==> config.mk <==
export PLATFORM = sky130hd
export DESIGN_NAME = ctrlPortFsm_flat
export DESIGN_NICKNAME = d
export VERILOG_FILES = /design/src/vdpPkg.sv /design/src/portCmdIf.sv /design/src/ctrlPortFsm.sv /design/src/flat_wrapper.sv
export SDC_FILE = /design/constraint.sdc
export NUM_CORES = 1
export LEC_CHECK = 0
export BUFFER_PORTS_ARGS = -buffer_cell sky130_fd_sc_hd__buf_2
export CELL_PAD_IN_SITES_DETAIL_PLACEMENT = 1
export CELL_PAD_IN_SITES_GLOBAL_PLACEMENT = 2
export CORE_MARGIN = 3
export CORE_UTILIZATION = 33
export CTS_BUF_LIST = sky130_fd_sc_hd__clkbuf_8
export CTS_CLUSTER_DIAMETER = 30
export DETAILED_ROUTE_END_ITERATION = 8
export PLACE_DENSITY = 0.9
export SKIP_LAST_GASP = 1
export SLEW_MARGIN = 0
export SYNTH_ARGS = -nofsm -noshare
export SYNTH_HDL_FRONTEND = slang
export SYNTH_SLANG_ARGS = --single-unit
==> constraint.sdc <==
create_clock -name cpuClk -period 1.7 [get_ports cpuClk]
set_input_delay 0.17 -clock cpuClk [delete_from_list [all_inputs] [get_ports cpuClk]]
set_output_delay 0.17 -clock cpuClk [all_outputs]
set_load 0.05 [all_outputs]
==> src/vdpPkg.sv <==
// vdp package
// shared widths, command codes, register indices and the command byte layout
`default_nettype none

package vdpPkg;

    localparam int vramAddrW = 14;
    localparam int cramAddrW = 5;
    localparam int numRegs   = 11;

    typedef logic [vramAddrW-1:0] vramAddr_t;
    typedef logic [7:0]           byte_t;

    // top two bits of the second control byte
    typedef enum logic [1:0] {
        cmdVramRead  = 2'b00,
        cmdVramWrite = 2'b01,
        cmdRegWrite  = 2'b10,
        cmdCramWrite = 2'b11
    } cmdCode_t;

    // second control byte, read as a register select or as the high address bits
    typedef union packed {
        struct packed {
            cmdCode_t   code;
            logic [1:0] pad;  // ignored by the VDP
            logic [3:0] idx;  // register number
        } asReg;
        struct packed {
            cmdCode_t   code;
            logic [5:0] hi;   // address bits 13..8
        } asAddr;
    } cmdByte_u;

    // control register numbers
    localparam logic [3:0] regMode0      = 4'd0;
    localparam logic [3:0] regMode1      = 4'd1;
    localparam logic [3:0] regNameBase   = 4'd2;
    localparam logic [3:0] regSatBase    = 4'd5;
    localparam logic [3:0] regSprPatBase = 4'd6;
    localparam logic [3:0] regBackdrop   = 4'd7;
    localparam logic [3:0] regHScroll    = 4'd8;
    localparam logic [3:0] regVScroll    = 4'd9;
    localparam logic [3:0] regLineCount  = 4'd10;

    // status byte layout
    localparam int statVblBit      = 7;
    localparam int statOverflowBit = 6;
    localparam int statCollideBit  = 5;

endpackage

`default_nettype wire

==> src/portCmdIf.sv <==
// port command interface
// decoded write, load and step commands from the port FSM to the data blocks
`default_nettype none

interface portCmdIf;
    import vdpPkg::*;

    logic     loadLo;   // low address byte from latched
    logic     loadHi;   // high bits from cmd
    logic     step;     // address increment
    logic     vramWe;
    logic     cramWe;
    logic     regWe;
    logic     fetch;    // refill read-ahead buffer
    cmdByte_u cmd;      // second control byte
    byte_t    latched;  // first byte or data byte

    modport fsm (
        output loadLo, loadHi, step, vramWe, cramWe, regWe, fetch, cmd, latched
    );

    modport counter (input loadLo, loadHi, step, cmd, latched);

    modport regs (input regWe, cmd, latched);

    modport mem (input vramWe, cramWe, fetch, latched);

endinterface

`default_nettype wire

==> src/ctrlPortFsm.sv <==
// control port FSM
// pairs control bytes, decodes commands and turns data-port strobes into pulses
`default_nettype none

module ctrlPortFsm (
    input  logic          cpuClk,
    input  logic          rst_l,
    input  logic          csw_l,
    input  logic          csr_l,
    input  logic          mode,
    input  vdpPkg::byte_t dataIn,
    portCmdIf.fsm         cmdIf,
    output logic          statusRead
);
    import vdpPkg::*;

    logic       pairSecond;    // waiting for the second byte
    cmdCode_t   accessCode;    // code of the last command
    cmdByte_u   cmdIn;
    logic       ctrlWrite;
    logic       dataWrite;
    logic       dataRead;
    logic       prefetchPend;  // fetch due after an address load

    assign cmdIn      = dataIn;
    assign ctrlWrite  = ~csw_l & mode;
    assign dataWrite  = ~csw_l & ~mode;
    assign dataRead   = ~csr_l & ~mode;
    assign statusRead = ~csr_l & mode;

    always_ff @(posedge cpuClk, negedge rst_l) begin
        if (!rst_l) begin
            pairSecond    <= 1'b0;
            accessCode    <= cmdVramRead;
            prefetchPend  <= 1'b0;
            cmdIf.loadLo  <= 1'b0;
            cmdIf.loadHi  <= 1'b0;
            cmdIf.step    <= 1'b0;
            cmdIf.vramWe  <= 1'b0;
            cmdIf.cramWe  <= 1'b0;
            cmdIf.regWe   <= 1'b0;
            cmdIf.fetch   <= 1'b0;
        end else begin
            cmdIf.loadLo <= 1'b0;
            cmdIf.loadHi <= 1'b0;
            cmdIf.vramWe <= 1'b0;
            cmdIf.cramWe <= 1'b0;
            cmdIf.regWe  <= 1'b0;
            // a pending prefetch reads the freshly loaded address and then steps
            cmdIf.fetch  <= prefetchPend;
            cmdIf.step   <= prefetchPend;
            prefetchPend <= 1'b0;

            if (ctrlWrite) begin
                if (!pairSecond) begin
                    cmdIf.loadLo <= 1'b1;
                    pairSecond   <= 1'b1;
                end else begin
                    accessCode <= cmdIn.asAddr.code;
                    pairSecond <= 1'b0;
                    if (cmdIn.asReg.code == cmdRegWrite) begin
                        cmdIf.regWe <= 1'b1;
                    end else begin
                        cmdIf.loadHi <= 1'b1;
                        prefetchPend <= (cmdIn.asAddr.code == cmdVramRead);
                    end
                end
            end else if (dataWrite) begin
                cmdIf.cramWe <= (accessCode == cmdCramWrite);
                cmdIf.vramWe <= (accessCode != cmdCramWrite);  // reads fall back to VRAM
                cmdIf.step   <= 1'b1;
                pairSecond   <= 1'b0;
            end else if (dataRead) begin
                cmdIf.fetch <= 1'b1;  // refill from the address one past the buffer
                cmdIf.step  <= 1'b1;
                pairSecond  <= 1'b0;
            end else if (statusRead) begin
                pairSecond <= 1'b0;
            end
        end
    end

    // payload bytes
    always_ff @(posedge cpuClk) begin
        if ((ctrlWrite && !pairSecond) || dataWrite) begin
            cmdIf.latched <= dataIn;
        end
        if (ctrlWrite && pairSecond) begin
            cmdIf.cmd <= cmdIn;
        end
    end

endmodule

`default_nettype wire

==> src/flat_wrapper.sv <==
// flat-port wrapper written by rule: the top's interface ports become plain ports
module ctrlPortFsm_flat import vdpPkg::*;
  (cpuClk, rst_l, csw_l, csr_l, mode, dataIn, statusRead, cmdIf_loadLo, cmdIf_loadHi, cmdIf_step, cmdIf_vramWe, cmdIf_cramWe, cmdIf_regWe, cmdIf_fetch, cmdIf_cmd, cmdIf_latched);
  portCmdIf cmdIf_i ();
  input  logic cpuClk;
  input  logic rst_l;
  input  logic csw_l;
  input  logic csr_l;
  input  logic mode;
  input  vdpPkg::byte_t dataIn;
  output logic statusRead;
  output wire logic [$bits(cmdIf_i.loadLo)-1:0] cmdIf_loadLo;
  output wire logic [$bits(cmdIf_i.loadHi)-1:0] cmdIf_loadHi;
  output wire logic [$bits(cmdIf_i.step)-1:0] cmdIf_step;
  output wire logic [$bits(cmdIf_i.vramWe)-1:0] cmdIf_vramWe;
  output wire logic [$bits(cmdIf_i.cramWe)-1:0] cmdIf_cramWe;
  output wire logic [$bits(cmdIf_i.regWe)-1:0] cmdIf_regWe;
  output wire logic [$bits(cmdIf_i.fetch)-1:0] cmdIf_fetch;
  output wire logic [$bits(cmdIf_i.cmd)-1:0] cmdIf_cmd;
  output wire logic [$bits(cmdIf_i.latched)-1:0] cmdIf_latched;
  assign cmdIf_loadLo = cmdIf_i.loadLo;
  assign cmdIf_loadHi = cmdIf_i.loadHi;
  assign cmdIf_step = cmdIf_i.step;
  assign cmdIf_vramWe = cmdIf_i.vramWe;
  assign cmdIf_cramWe = cmdIf_i.cramWe;
  assign cmdIf_regWe = cmdIf_i.regWe;
  assign cmdIf_fetch = cmdIf_i.fetch;
  assign cmdIf_cmd = cmdIf_i.cmd;
  assign cmdIf_latched = cmdIf_i.latched;
  ctrlPortFsm u_core (.cpuClk(cpuClk), .rst_l(rst_l), .csw_l(csw_l), .csr_l(csr_l), .mode(mode), .dataIn(dataIn), .cmdIf(cmdIf_i), .statusRead(statusRead));
endmodule
Word level (Yosys, flattened, before mapping)
Cells that the tools add are included.
{ "classes": {"add_sub_neg": 0, "multipliers": 0, "n_div": 0, "order_cmp": 0, "n_eq_ne": 3, "shifts": 0, "muxes": 24, "n_bitwise": 7, "n_reduce_logical": 7} }
{ "ops": {"columns": ["op", "count"], "rows": [
  ["$mux 1", 24],
  ["$and 1x1->1", 4],
  ["$eq 2x2->1 const B", 2],
  ["$reduce_bool 4->1", 1],
  ["$not 1->1", 3],
  ["$logic_and 1x1->1", 2],
  ["$logic_not 2->1", 1],
  ["$ne 2x2->1 const B", 1],
  ["$reduce_and 2->1", 1],
  ["$logic_not 1->1", 1],
  ["$logic_or 1x1->1", 1]
]} }
{ "word_totals": {"reg_bits": 27, "latch_bits": 0, "ram_bits": 0, "mem_bits_ro": 0, "in_bits": 13, "output_inout_bits": 24, "wordCells": 53, "memories": 0} }

Longest topological paths before layout
Gate-level depths: netlist of run 1.
{ "depth": {"ltp_word": 6, "ltp_mapped": 3, "mapped_depth_nobuf": 2} }

Worst setup path before layout of run 1
OpenSTA, ideal clock, no wires.
{ "synth_path": {"path_type": "register to register", "start": "register u_core.pairSecond", "end": "register u_core.cmdIf.latched[0], enable pin", "setup_ns": 0.376, "arrival_time_ns": 0.886, "required_ns": 1.324, "setup_slack_ns": 0.439, "stages_incl_launch_ff": 2, "path_buffers": 0, "synth_period_minus_slack_ns": 1.261, "cell_sequence": "dfrtp_1 a21oi_1"} }
{ "synth_via": {"elab_chain_len": 3} }
{ "synth_rtl": {"columns": ["item", "line_no", "rtl"], "rows": [
  ["start: declaration", "ctrlPortFsm.sv:17", "logic pairSecond;"],
  ["start signal: assignment", "ctrlPortFsm.sv:33", "pairSecond <= 1'b0;"],
  ["start signal: assignment", "ctrlPortFsm.sv:57", "pairSecond <= 1'b1;"],
  ["start signal: assignment", "ctrlPortFsm.sv:60", "pairSecond <= 1'b0;"],
  ["$logic_not 1->1", null, null],
  ["$logic_and 1x1->1", "ctrlPortFsm.sv:85", "if ((ctrlWrite && !pairSecond) || dataWrite) begin"],
  ["$logic_or 1x1->1", "ctrlPortFsm.sv:85", null],
  ["end signal: assignment", "ctrlPortFsm.sv:86", "cmdIf.latched <= dataIn;"],
  ["end: declaration", "portCmdIf.sv:19", "output loadLo, loadHi, step, vramWe, cramWe, regWe, fetch, cmd, latched"]
]} }
No other way between the ends.
A chain may end at the register's enable or synchronous reset.

Worst setup path in the final report of run 1
{ "layout_path": {"start": "register u_core.pairSecond", "end": "register u_core.cmdIf.cmd[2], enable pin"} }
{ "layout_via": {"elab_chain_len": 1} }
{ "layout_rtl": {"columns": ["item", "line_no", "rtl"], "rows": [
  ["$logic_and 1x1->1", "ctrlPortFsm.sv:88", "if (ctrlWrite && pairSecond) begin"],
  ["end signal: assignment", "ctrlPortFsm.sv:89", "cmdIf.cmd <= cmdIn;"],
  ["end: declaration", "portCmdIf.sv:19", null]
]} }
No other way between the ends.

==> key figures, run 1 <==
Placement
  – Final GP Congestion: 0.649
  – Dpl hpwl: 1.39 mm
  – PortBufs: 36
  – Placed Cells: 113

Logic synthesis
  – Sequential area share after synthesis: 83.3%
  – Synth Net Count: 60
  – Yosys Warn Count: 0
  – Syn_area_per_cell: 19.3 sq um
  – Flop and latch count out of synthesis: 27
  – Syn Std Cell Area: 907 sq um
  – Post-Synthesis Cells: 47
  – Synth unique cells: 17

CTS
  – H-Tree Depth: 1
  – Clk buf depth: 2
  – Insertion delay to the later sink of the worst-skew pair: 0.26 ns
  – TritonCTS clock tree: built
  – TritonCTS Buffers: 3
  – Clk pin slew, worst setup/hold paths: 0.08 ns
  – CTS sink count: 27
  – Root Buffer: clkbuf_8
  – PostCTS Resize Cnt: 0
  – Number of setup buffers added after CTS: 0

Cells and area
  – Layout Utilization: 46.5%
  – Multi-input gate area: 139 sq um
  – Layout cell share with drive strength beyond 1: 50.0%
  – Antenna diode count: 0
  – Area growth, synth to finish: 30.3%
  – Final nets: 102
  – Register Area: 756 sq um
  – Fillcell total: 273
  – Fin cells: 118

Global route
  – Largest net degree at the start of global routing: 15
  – Initial antenna violation count: 0
  – Global-route wire length before repair: 2.65 mm
  – Gr usage total: 10.6%
  – Vias in the first global route: 554
  – Total gr overflow: 0

Floorplan
  – Die Wd: 58.4 microns
  – Core box area: 0.00254 sq mm
  – Die height: 58.4 microns
  – Total die area: 0.00341 sq mm
  – Starting Density: 35.6%
  – # rows: 18
  – I/O pins: 37

Setup path
  – R2R Setup Slk: 0.51 ns
  – Worst Setup End Kind: flop
  – Crit path launch: u_core.pairSecond$_DFFE_PN0P_
  – WP buf/inv: 1
  – Critical-path top delay cell: dfrtp_1
  – Data arrival, critical path: 1.13 ns
  – Critical path peak fanout: 8
  – Kind of critical path: flop to flop
  – Largest delay share family, worst path: flip-flops
  – Worst R2R Start: u_core.pairSecond$_DFFE_PN0P_
  – Req. time, crit path: 1.64 ns
  – Worst setup SP type: flop
  – Cells along the critical path: nand3b_4 -> inv_1
  – Crit-path max cell delay: 0.46 ns

Drt
  – Average wire per standard cell: 14.3 microns
  – DRT Wirelength: 1.69 mm
  – Antenna viol nets, final: 0
  – DRT Pass-1 Iters: 3
  – Initial DRC Count: 8
  – DRC: 0
  – Vias per Instance: 4.44
  – Routed vias: 524

Timing
  – Hold Fails Final Rpt: 0
  – Setup TNS Final: 0 ns
  – Final Cycle Share: 70.2%
  – Max Clock Freq: 838 MHz
  – Fin Hold WS: 0.0986 ns
  – Worst-Margin Slew: 0.312 ns
  – Slew HR: 79.2%
  – RSZ-0062 raised after global routing: false
  – Final min period: 1.19 ns
  – Final setup fails: 0
  – Slew Limit Fails: 0
  – Clk_skew: 0.00224 ns

Pwr
  – PwrDens: 1090 mW/mm^2
  – Leakage Power: 0.000568 uW
  – Max IR drop VDD: 0.000525 V

Flow run
  – Max-cap violation count: 0

Min path
  – Hold Path Class: primary input to flop
  – Hold path start: dataIn[3]

Status
  – Outcome: complete, no violations
[routing by layer]
layer | part of all wire (%) | up-vias | track usage [%]
met5 | 0 | - | 0
met4 | 0.41 | 0 | 3.97
met3 | 11 | 2 | 3.95
met2 | 50 | 24 | 17.7
met1 | 39 | 245 | 12.4
li1 | - | 253 | -
[final timing paths]
check                                                end  cells past startpoint
setup / recovery           u_core.cmdIf.cmd[2]$_DFFE_PP_                      2
hold / removal             u_core.cmdIf.cmd[3]$_DFFE_PP_                      1
setup reg to reg           u_core.cmdIf.cmd[2]$_DFFE_PP_                      2
hold reg to reg              u_core.cmdIf.step$_DFF_PN0_                      1
max in group asynchronous   u_core.cmdIf.fetch$_DFF_PN0_                      2
min in group asynchronous  u_core.pairSecond$_DFFE_PN0P_                      2
[synth_stat cells]
cell      instances  area (sq um)
inv_1             2          7.51
nor3b_1           1          7.51
or2_1             1          6.26
nor3_1            2          10.0
mux2_4            2          30.0
a31o_1            1          8.76
nor2_1            1          3.75
a21oi_1           3          15.0
a21o_1            1          7.51
dfrtp_1          11           275
nand3b_4          1          20.0
nor2b_1           1          6.26
a211oi_1          1          7.51
nand2_1           1          3.75
buf_2             1          5.00
nor3b_2           1          12.5
edfxtp_1         16           480
[cells by family (layout without fill, tap and decap cells)]
kind of cell,Yosys count,in the layout,share of synthesized area (%)
compound gates,6,6,4.28
buf+inv,3,44,1.38
flops,27,27,83.3
mux,2,2,3.31
simple gates,9,9,7.72
[stage by stage]
stage	power (uW)	area [sq um]	setup slack [ns]
detailed placement	974	1130	0.513
finish	1290	1180	0.507
floorplan	908	907	0.439
global placement	967	1130	0.571
global route	1350	1180	0.433
CTS	1310	1180	0.500
[layout make-up]
class | count | share of cell area [%]
Clock buffer | 3 | 3.49
Clock inverter | 1 | 0.317
Inverter | 2 | 0.635
Multi-Input combinational cell | 17 | 11.7
Sequential cell | 27 | 63.9
Tap cell | 30 | 3.17
Timing Repair Buffer | 38 | 16.7
[flip-flops by register name (all words and copies together) (netlist names)]
register / count
u_core.cmdIf.cmd: 8
u_core.cmdIf.vramWe: 1
u_core.cmdIf.cramWe: 1
u_core.cmdIf.latched: 8
u_core.accessCode: 2
u_core.cmdIf.loadHi: 1
u_core.cmdIf.step: 1
u_core.prefetchPend: 1
u_core.cmdIf.fetch: 1
u_core.cmdIf.regWe: 1
u_core.cmdIf.loadLo: 1
u_core.pairSecond: 1
[power breakdown]
| part | leakage, uW | internal, uW | switching [uW] |
|---|---|---|---|
| sequential | 0.000294 | 739 | 19.6 |
| clock | 0.0000269 | 161 | 170 |
| combinational | 0.000247 | 59.0 | 141 |
[worst reg2reg max path, delay by kind of cell (launching register included)]
| family | cells | cell delay, ns |
|---|---|---|
| buffers and inverters | 1 | 0.27 |
| flip-flops | 1 | 0.46 |
| AND/OR/NAND/NOR | 1 | 0.14 |
[cell usage in the layout, fill, tap and decap left out, types with 2 or more instances in the layout]
master and n:
mux2_4 2, dfrtp_1 11, edfxtp_1 16, inv_1 3, buf_2 36, a21oi_1 3
clkbuf_8 3, nor3_1 2
[what timing repair did]
action | 4_1_cts | 5_1_grt
hold buffers | 1 | 0
setup endpoints to repair | 0 | 0
hold endpoints to repair | 11 | 0
Note: power is estimated with default switching activity, not from simulation.
==> inputs of run 2 (changes only) <==
==> constraint.sdc (replaced) <==
create_clock -name cpuClk -period 1.1 [get_ports cpuClk]
set_input_delay 0.11 -clock cpuClk [delete_from_list [all_inputs] [get_ports cpuClk]]
set_output_delay 0.11 -clock cpuClk [all_outputs]
set_load 0.05 [all_outputs]
==> run 2 against run 1 <==
Net effect:
- fmax increased by 13%
- register-to-register slack got worse by 0.47 ns
- core utilization is 1.4 points higher
- final area increased by 3.0%
- hold slack worse by 0.068 ns
- combinational power up 64%
- global-route usage increased by 2.3 points
- worst setup slack worse by 0.47 ns
- die area unchanged
- clock skew grew 0.0012 ns
- non-clock buffer count rose by 3
- flip-flop and latch count unchanged
- critical path type unchanged
- largest cell class unchanged
- largest power group unchanged
- highest routed layer unchanged
==> key figures, run 2 (synthesis gave the netlist of run 1 again) <==
Status
  – Outcome: complete, no violations

CTS
  – TritonCTS clock tree: built
  – Root Buffer: clkbuf_8
  – CTS sink count: 27 (unchanged)
  – Clk pin slew, worst setup/hold paths: 0.09 ns (about the same)
  – Clk buf depth: 2 (unchanged)
  – Number of setup buffers added after CTS: 0 (unchanged)
  – TritonCTS Buffers: 3 (unchanged)
  – H-Tree Depth: 1 (unchanged)
  – Insertion delay to the later sink of the worst-skew pair: 0.27 ns (about the same)

Global route
  – Total gr overflow: 0 (unchanged)
  – Gr usage total: 12.9% (+2.3 points)
  – Vias in the first global route: 639 (+15%)
  – Initial antenna violation count: 0 (unchanged)
  – Global-route wire length before repair: 3.15 mm (+19%)
  – Largest net degree at the start of global routing: 15 (unchanged)

Timing
  – RSZ-0062 raised after global routing: true
  – Hold Fails Final Rpt: 0 (unchanged)
  – Slew Limit Fails: 0 (unchanged)
  – Final setup fails: 0 (unchanged)
  – Setup TNS Final: 0 ns (unchanged)
  – Final min period: 1.06 ns (-0.133 ns)
  – Worst-Margin Slew: 0.249 ns (-0.0627 ns)
  – Slew HR: 83.3% (+4.1 points)
  – Clk_skew: 0.00344 ns (+0.00120 ns)
  – Final Cycle Share: 96.3% (+26 points)
  – Max Clock Freq: 944 MHz (+13%)
  – Final worst slack: 0.0405 ns (-0.467 ns)

Placement
  – Dpl hpwl: 1.59 mm (+15%)
  – Final GP Congestion: 0.682 (+5.1%)
  – PortBufs: 36 (unchanged)
  – Placed Cells: 116 (+2.7%)
  – Setup Slack @ Placement: -0.0683 ns (-0.582 ns)

Drt
  – DRT Wirelength: 2.00 mm (+19%)
  – Average wire per standard cell: 16.6 microns (+16%)
  – Vias per Instance: 4.67 (+5.2%)
  – Initial DRC Count: 16 (+8)
  – Antenna viol nets, final: 0 (unchanged)
  – DRT Pass-1 Iters: 4 (+1)
  – DRC: 0 (unchanged)
  – Routed vias: 565 (+7.8%)

Setup path
  – Worst r2r dst: u_core.cmdIf.cmd[3]$_DFFE_PP_
  – Data arrival, critical path: 1.04 ns (-0.09 ns)
  – Worst R2R Start: u_core.pairSecond$_DFFE_PN0P_
  – Crit path launch: u_core.pairSecond$_DFFE_PN0P_
  – Worst Setup End Kind: flop
  – Worst setup SP type: flop
  – Critical-path top delay cell: dfrtp_2
  – R2R Setup Slk: 0.04 ns (-0.47 ns)
  – Critical path peak fanout: 8 (unchanged)
  – Kind of critical path: flop to flop
  – Req. time, crit path: 1.08 ns (-0.56 ns)
  – Cells along the critical path: nand3b_4 -> clkinvlp_4
  – Worst-case reg-to-reg path depth: 2 (unchanged)
  – Critical Path End: u_core.cmdIf.cmd[3]$_DFFE_PP_
  – Crit-path max cell delay: 0.45 ns (about the same)

Floorplan
  – I/O pins: 37 (unchanged)
  – Die height: 58.4 microns (unchanged)
  – Core box area: 0.00254 sq mm (unchanged)
  – Starting Density: 35.6% (unchanged)
  – # rows: 18 (unchanged)
  – Die Wd: 58.4 microns (unchanged)
  – Total die area: 0.00341 sq mm (unchanged)

Pwr
  – Pwr Total: 2040 uW (+58%)
  – PwrDens: 1680 mW/mm^2 (+54%)
  – Leakage Power: 0.000573 uW (+0.79%)
  – Max IR drop VDD: 0.000965 V (+84%)

Cells and area
  – Antenna diode count: 0 (unchanged)
  – Commonest non-fill, non-tap cell in the layout: buf_2
  – Area growth, synth to finish: 34.2%
  – Fin cells: 121 (+2.5%)
  – Fillcell total: 271 (-0.73%)
  – Largest regs: u_core.cmdIf.cmd x8, u_core.cmdIf.latched x8, u_core.accessCode x2
  – Layout cell share with drive strength beyond 1: 54.9% (+4.9 points)
  – Final nets: 105 (+2.9%)
  – Commonest cells after routing, fill and taps aside: 36 x buf_2, 16 x edfxtp_1, 10 x dfrtp_1

Min path
  – Hold Path Class: primary input to flop

Flow run
  – Max-cap violation count: 0 (unchanged)
==> run 2: cell count changes in the layout (fill, tap and decap cells not counted) <==
cell / delta
dfrtp_1: -1
a21oi_1: -1
inv_1: -1
buf_6: +1
buf_4: +2
clkinvlp_4: +1
a21oi_2: +1
dfrtp_2: +1
==> run 2: worst min path at each step <==
stage                   start  depth (start not counted)  slack (ns)                                end
floorplan               rst_l                          0       -0.19   u_core.accessCode[0]$_DFFE_PN0P_
global placement        rst_l                          1       -0.01       u_core.cmdIf.fetch$_DFF_PN0_
detailed placement      rst_l                          1      -0.009      u_core.cmdIf.cramWe$_DFF_PN0_
CTS                 dataIn[1]                          1        0.03  u_core.cmdIf.latched[1]$_DFFE_PP_
global route        dataIn[1]                          1        0.02  u_core.cmdIf.latched[1]$_DFFE_PP_
finish              dataIn[1]                          1        0.03  u_core.cmdIf.latched[1]$_DFFE_PP_
==> run 2: per-layer routing <==
layer  track usage [%]  share of wire, %  up-vias
met3              3.73               8.5        4
met4              6.95               1.7        0
met2              22.0                52       25
li1                  -                 -      258
met5                 0                 0        -
met1              14.5                38      278
==> run 2: critical path, delay by kind of cell (launching register included) <==
kind,cells,cell delay (ns)
buffers and inverters,1,0.20
flip-flops,1,0.45
AND/OR/NAND/NOR,1,0.13
==> run 2: area by class of cell <==
cell class              instances  area (sq um)  area share [%]
repair buffers                 41           224            18.4
inverters                       2          11.3           0.925
well taps                      30          37.5            3.08
flip-flops and latches         27           757            62.2
clock buffers                   3          41.3            3.39
multi-input cells              17           143            11.7
clock inverters                 1          3.75           0.308
==> run 2: repair_timing <==
| action | CTS | global route |
|---|---|---|
| hold endpoints to repair | 11 | 0 |
| gates resized for setup | 1 | 2 |
| endpoints found under the setup margin | 8 | 16 |
| hold buffers | 1 | 0 |
==> run 2: metrics by stage <==
step	hold WS, ns	util [%]	area (sq um)
after floorplan	-0.186	-	911
after global placement	-0.0121	45.3	1150
after detailed placement	-0.00912	45.3	1150
after CTS	0.0327	47.6	1210
after global routing	0.0159	47.8	1220
final	0.0303	47.8	1220
==> run 2: where the power goes <==
group          leakage, uW  internal (uW)  total (uW)  switching (uW)
sequential        0.000293           1140        1180            34.3
combinational     0.000253            101         329             228
clock            0.0000269            250         534             285
total             0.000573           1490        2040             547
==> inputs of run 3 (changes only) <==
--- a/config.mk
+++ b/config.mk
@@ -6,10 +6,10 @@
 export NUM_CORES = 1
 export LEC_CHECK = 0
 export BUFFER_PORTS_ARGS = -buffer_cell sky130_fd_sc_hd__buf_2
-export CELL_PAD_IN_SITES_DETAIL_PLACEMENT = 1
-export CELL_PAD_IN_SITES_GLOBAL_PLACEMENT = 2
+export CELL_PAD_IN_SITES_DETAIL_PLACEMENT = 0
+export CELL_PAD_IN_SITES_GLOBAL_PLACEMENT = 1
 export CORE_MARGIN = 3
-export CORE_UTILIZATION = 33
+export CORE_UTILIZATION = 39
 export CTS_BUF_LIST = sky130_fd_sc_hd__clkbuf_8
 export CTS_CLUSTER_DIAMETER = 30
 export DETAILED_ROUTE_END_ITERATION = 8
==> run 3 against run 2 <==
Net effect:
- final area grew 0.92%
- hold slack lost 0.0045 ns
- register-to-register slack better by 0.02 ns
- sequential power barely moved
- cell count down 0.83%
- die area fell by 14%
==> key figures, run 3 (synthesis gave the netlist of run 1 again) <==
Placement
  – Final GP Congestion: 0.680 (-0.25%)
  – Dpl hpwl: 1.16 mm (-27%)
  – PortBufs: 36 (unchanged)
  – Dpl cell area: 0.00116 sq mm (+0.98%)
  – Setup Slack @ Placement: -0.0335 ns (+0.0349 ns)

Timing
  – Slew HR: 83.0% (-0.30 points)
  – Final setup fails: 0 (unchanged)
  – Final min period: 1.04 ns (-0.0229 ns)
  – Slew Limit Fails: 0 (unchanged)
  – Hold Fails Final Rpt: 0 (unchanged)
  – Setup TNS Final: 0 ns (unchanged)
  – Max Clock Freq: 965 MHz (+2.2%)
  – Final Cycle Share: 94.2% (-2.1 points)
  – Worst-Margin Slew: 0.257 ns (+0.00814 ns)
  – Fin Hold WS: 0.0258 ns (-0.00452 ns)
  – Clk_skew: 0.00435 ns (+0.000917 ns)
  – RSZ-0062 raised after global routing: false
  – Final worst slack: 0.0634 ns (+0.0229 ns)

Setup path
  – Kind of critical path: flop to flop
  – Worst-case reg-to-reg path depth: 2 (unchanged)
  – Critical path peak fanout: 8 (unchanged)
  – Crit-path max cell delay: 0.45 ns (about the same)
  – Worst R2R Start: u_core.pairSecond$_DFFE_PN0P_
  – Worst setup SP type: flop
  – WP buf/inv: 1 (unchanged)
  – Data arrival, critical path: 1.03 ns (about the same)
  – Worst r2r dst: u_core.cmdIf.cmd[5]$_DFFE_PP_
  – R2R Setup Slk: 0.06 ns (+0.02 ns)
  – Critical Path Stages: 2 (unchanged)
  – Largest delay share family, worst path: flip-flops
  – Req. time, crit path: 1.09 ns (about the same)
  – Critical-path top delay cell: dfrtp_2
  – Worst Setup End Kind: flop
  – Cells along the critical path: nand3b_4 -> clkinvlp_4

Min path
  – WHS Endpoint: u_core.cmdIf.cmd[2]$_DFFE_PP_
  – Hold Path Stages: 1 (unchanged)
  – Hold Path Class: primary input to flop
  – Hold path start: dataIn[2]

Cells and area
  – Fillcell total: 183 (-32%)
  – Cell area after layout: 0.00123 sq mm (+0.92%)
  – Largest regs: u_core.cmdIf.cmd x8, u_core.cmdIf.latched x8, u_core.accessCode x2
  – Antenna diode count: 0 (unchanged)
  – Area growth, synth to finish: 35.4%
  – Layout cell share with drive strength beyond 1: 57.0% (+2.0 points)
  – Final nets: 107 (+1.9%)
  – Commonest cells after routing, fill and taps aside: 36 x buf_2, 16 x edfxtp_1, 10 x dfrtp_1
  – Commonest non-fill, non-tap cell in the layout: buf_2

Pwr
  – PwrDens: 1660 mW/mm^2 (-0.83%)
  – Pwr Total: 2040 uW (about the same)
  – Max IR drop VDD: 0.000992 V (+2.7%)
  – Leakage Power: 0.000576 uW (+0.58%)

Drt
  – DRT Wirelength: 1.48 mm (-26%)
  – Routed vias: 538 (-4.8%)
  – Initial DRC Count: 1 (-15)
  – Average wire per standard cell: 12.3 microns (-26%)
  – Vias per Instance: 4.48 (-4.0%)
  – Antenna viol nets, final: 0 (unchanged)
  – DRT Pass-1 Iters: 2 (-2)
  – DRC: 0 (unchanged)

Floorplan
  – Total die area: 0.00294 sq mm (-14%)
  – I/O pins: 37 (unchanged)
  – Core box area: 0.00208 sq mm (-18%)
  – Starting Density: 43.6% (+7.9 points)
  – Die Wd: 54.2 microns (-7.2%)
  – Die height: 54.2 microns (-7.2%)
  – # rows: 16 (-2)

Global route
  – Initial antenna violation count: 0 (unchanged)
  – Global-route wire length before repair: 2.21 mm (-30%)
  – Largest net degree at the start of global routing: 17 (+2)
  – Total gr overflow: 0 (unchanged)
  – Gr usage total: 10.9% (-2.0 points)
  – Vias in the first global route: 511 (-20%)

CTS
  – TritonCTS clock tree: built
  – CTS sink count: 27 (unchanged)
  – Clk pin slew, worst setup/hold paths: 0.09 ns (about the same)
  – H-Tree Depth: 1 (unchanged)
  – Root Buffer: clkbuf_8
  – TritonCTS Buffers: 3 (unchanged)
  – Insertion delay to the later sink of the worst-skew pair: 0.27 ns (about the same)
  – Number of setup buffers added after CTS: 0 (unchanged)
  – Clk buf depth: 2 (unchanged)

Status
  – Outcome: complete, no violations

Flow run
  – Max-cap violation count: 0 (unchanged)
## run 3: routing by layer
layer	up-vias	global-route usage [%]	share of wire [%]	wire length, microns
met4	0	4.98	0	0
met1	254	13.5	41	602
met3	0	4.09	9.8	144
li1	263	-	-	-
met2	21	17.1	49	728
met5	-	0	0	0
## run 3: timing repair
action                                  4_1_cts  5_1_grt
cloned                                        0        0
gates resized for setup                       1        1
hold buffers                                  1        0
endpoints found under the setup margin        8        8
hold endpoints to repair                     11        0
## run 3: how the worst max path moves through the flow
stage | from | to | slack [ns]
after floorplan | u_core.pairSecond$_DFFE_PN0P_ | u_core.cmdIf.latched[0]$_DFFE_PP_ | 0.006
after global placement | u_core.pairSecond$_DFFE_PN0P_ | u_core.cmdIf.cmd[2]$_DFFE_PP_ | 0.02
after detailed placement | u_core.pairSecond$_DFFE_PN0P_ | u_core.cmdIf.cmd[2]$_DFFE_PP_ | -0.03
after CTS | u_core.pairSecond$_DFFE_PN0P_ | u_core.cmdIf.cmd[0]$_DFFE_PP_ | 0.04
after global routing | u_core.pairSecond$_DFFE_PN0P_ | u_core.cmdIf.cmd[5]$_DFFE_PP_ | 0.006
final | u_core.pairSecond$_DFFE_PN0P_ | u_core.cmdIf.cmd[5]$_DFFE_PP_ | 0.06
## run 3: area by class of cell
type	count	area, sq um	share of cell area, %
sequential	27	757	61.6
clock buffer	3	41.3	3.36
multi-input combinational	17	143	11.6
timing repair buffer	43	235	19.1
inverter	2	11.3	0.916
clock inverter	1	7.51	0.611
tap	27	33.8	2.75
## run 3: per-stage QoR
stage                     util [%]  cells
final                         59.0    120
after global routing          59.0    120
after CTS                     59.0    120
after detailed placement      55.9    115
after global placement        55.9    115
after floorplan                  -     47
## run 3: worst reg2reg max path, stage by stage, from the launching register on
cell and delay [ns]:
dfrtp_2 0.45, nand3b_4 0.12, clkinvlp_4 0.19
## run 3: power by group
| group | internal, uW | total [uW] | switching (uW) |
|---|---|---|---|
| registers | 1140 | 1180 | 33.6 |
| clock network | 256 | 545 | 289 |
| logic | 105 | 321 | 216 |
| total | 1500 | 2040 | 539 |
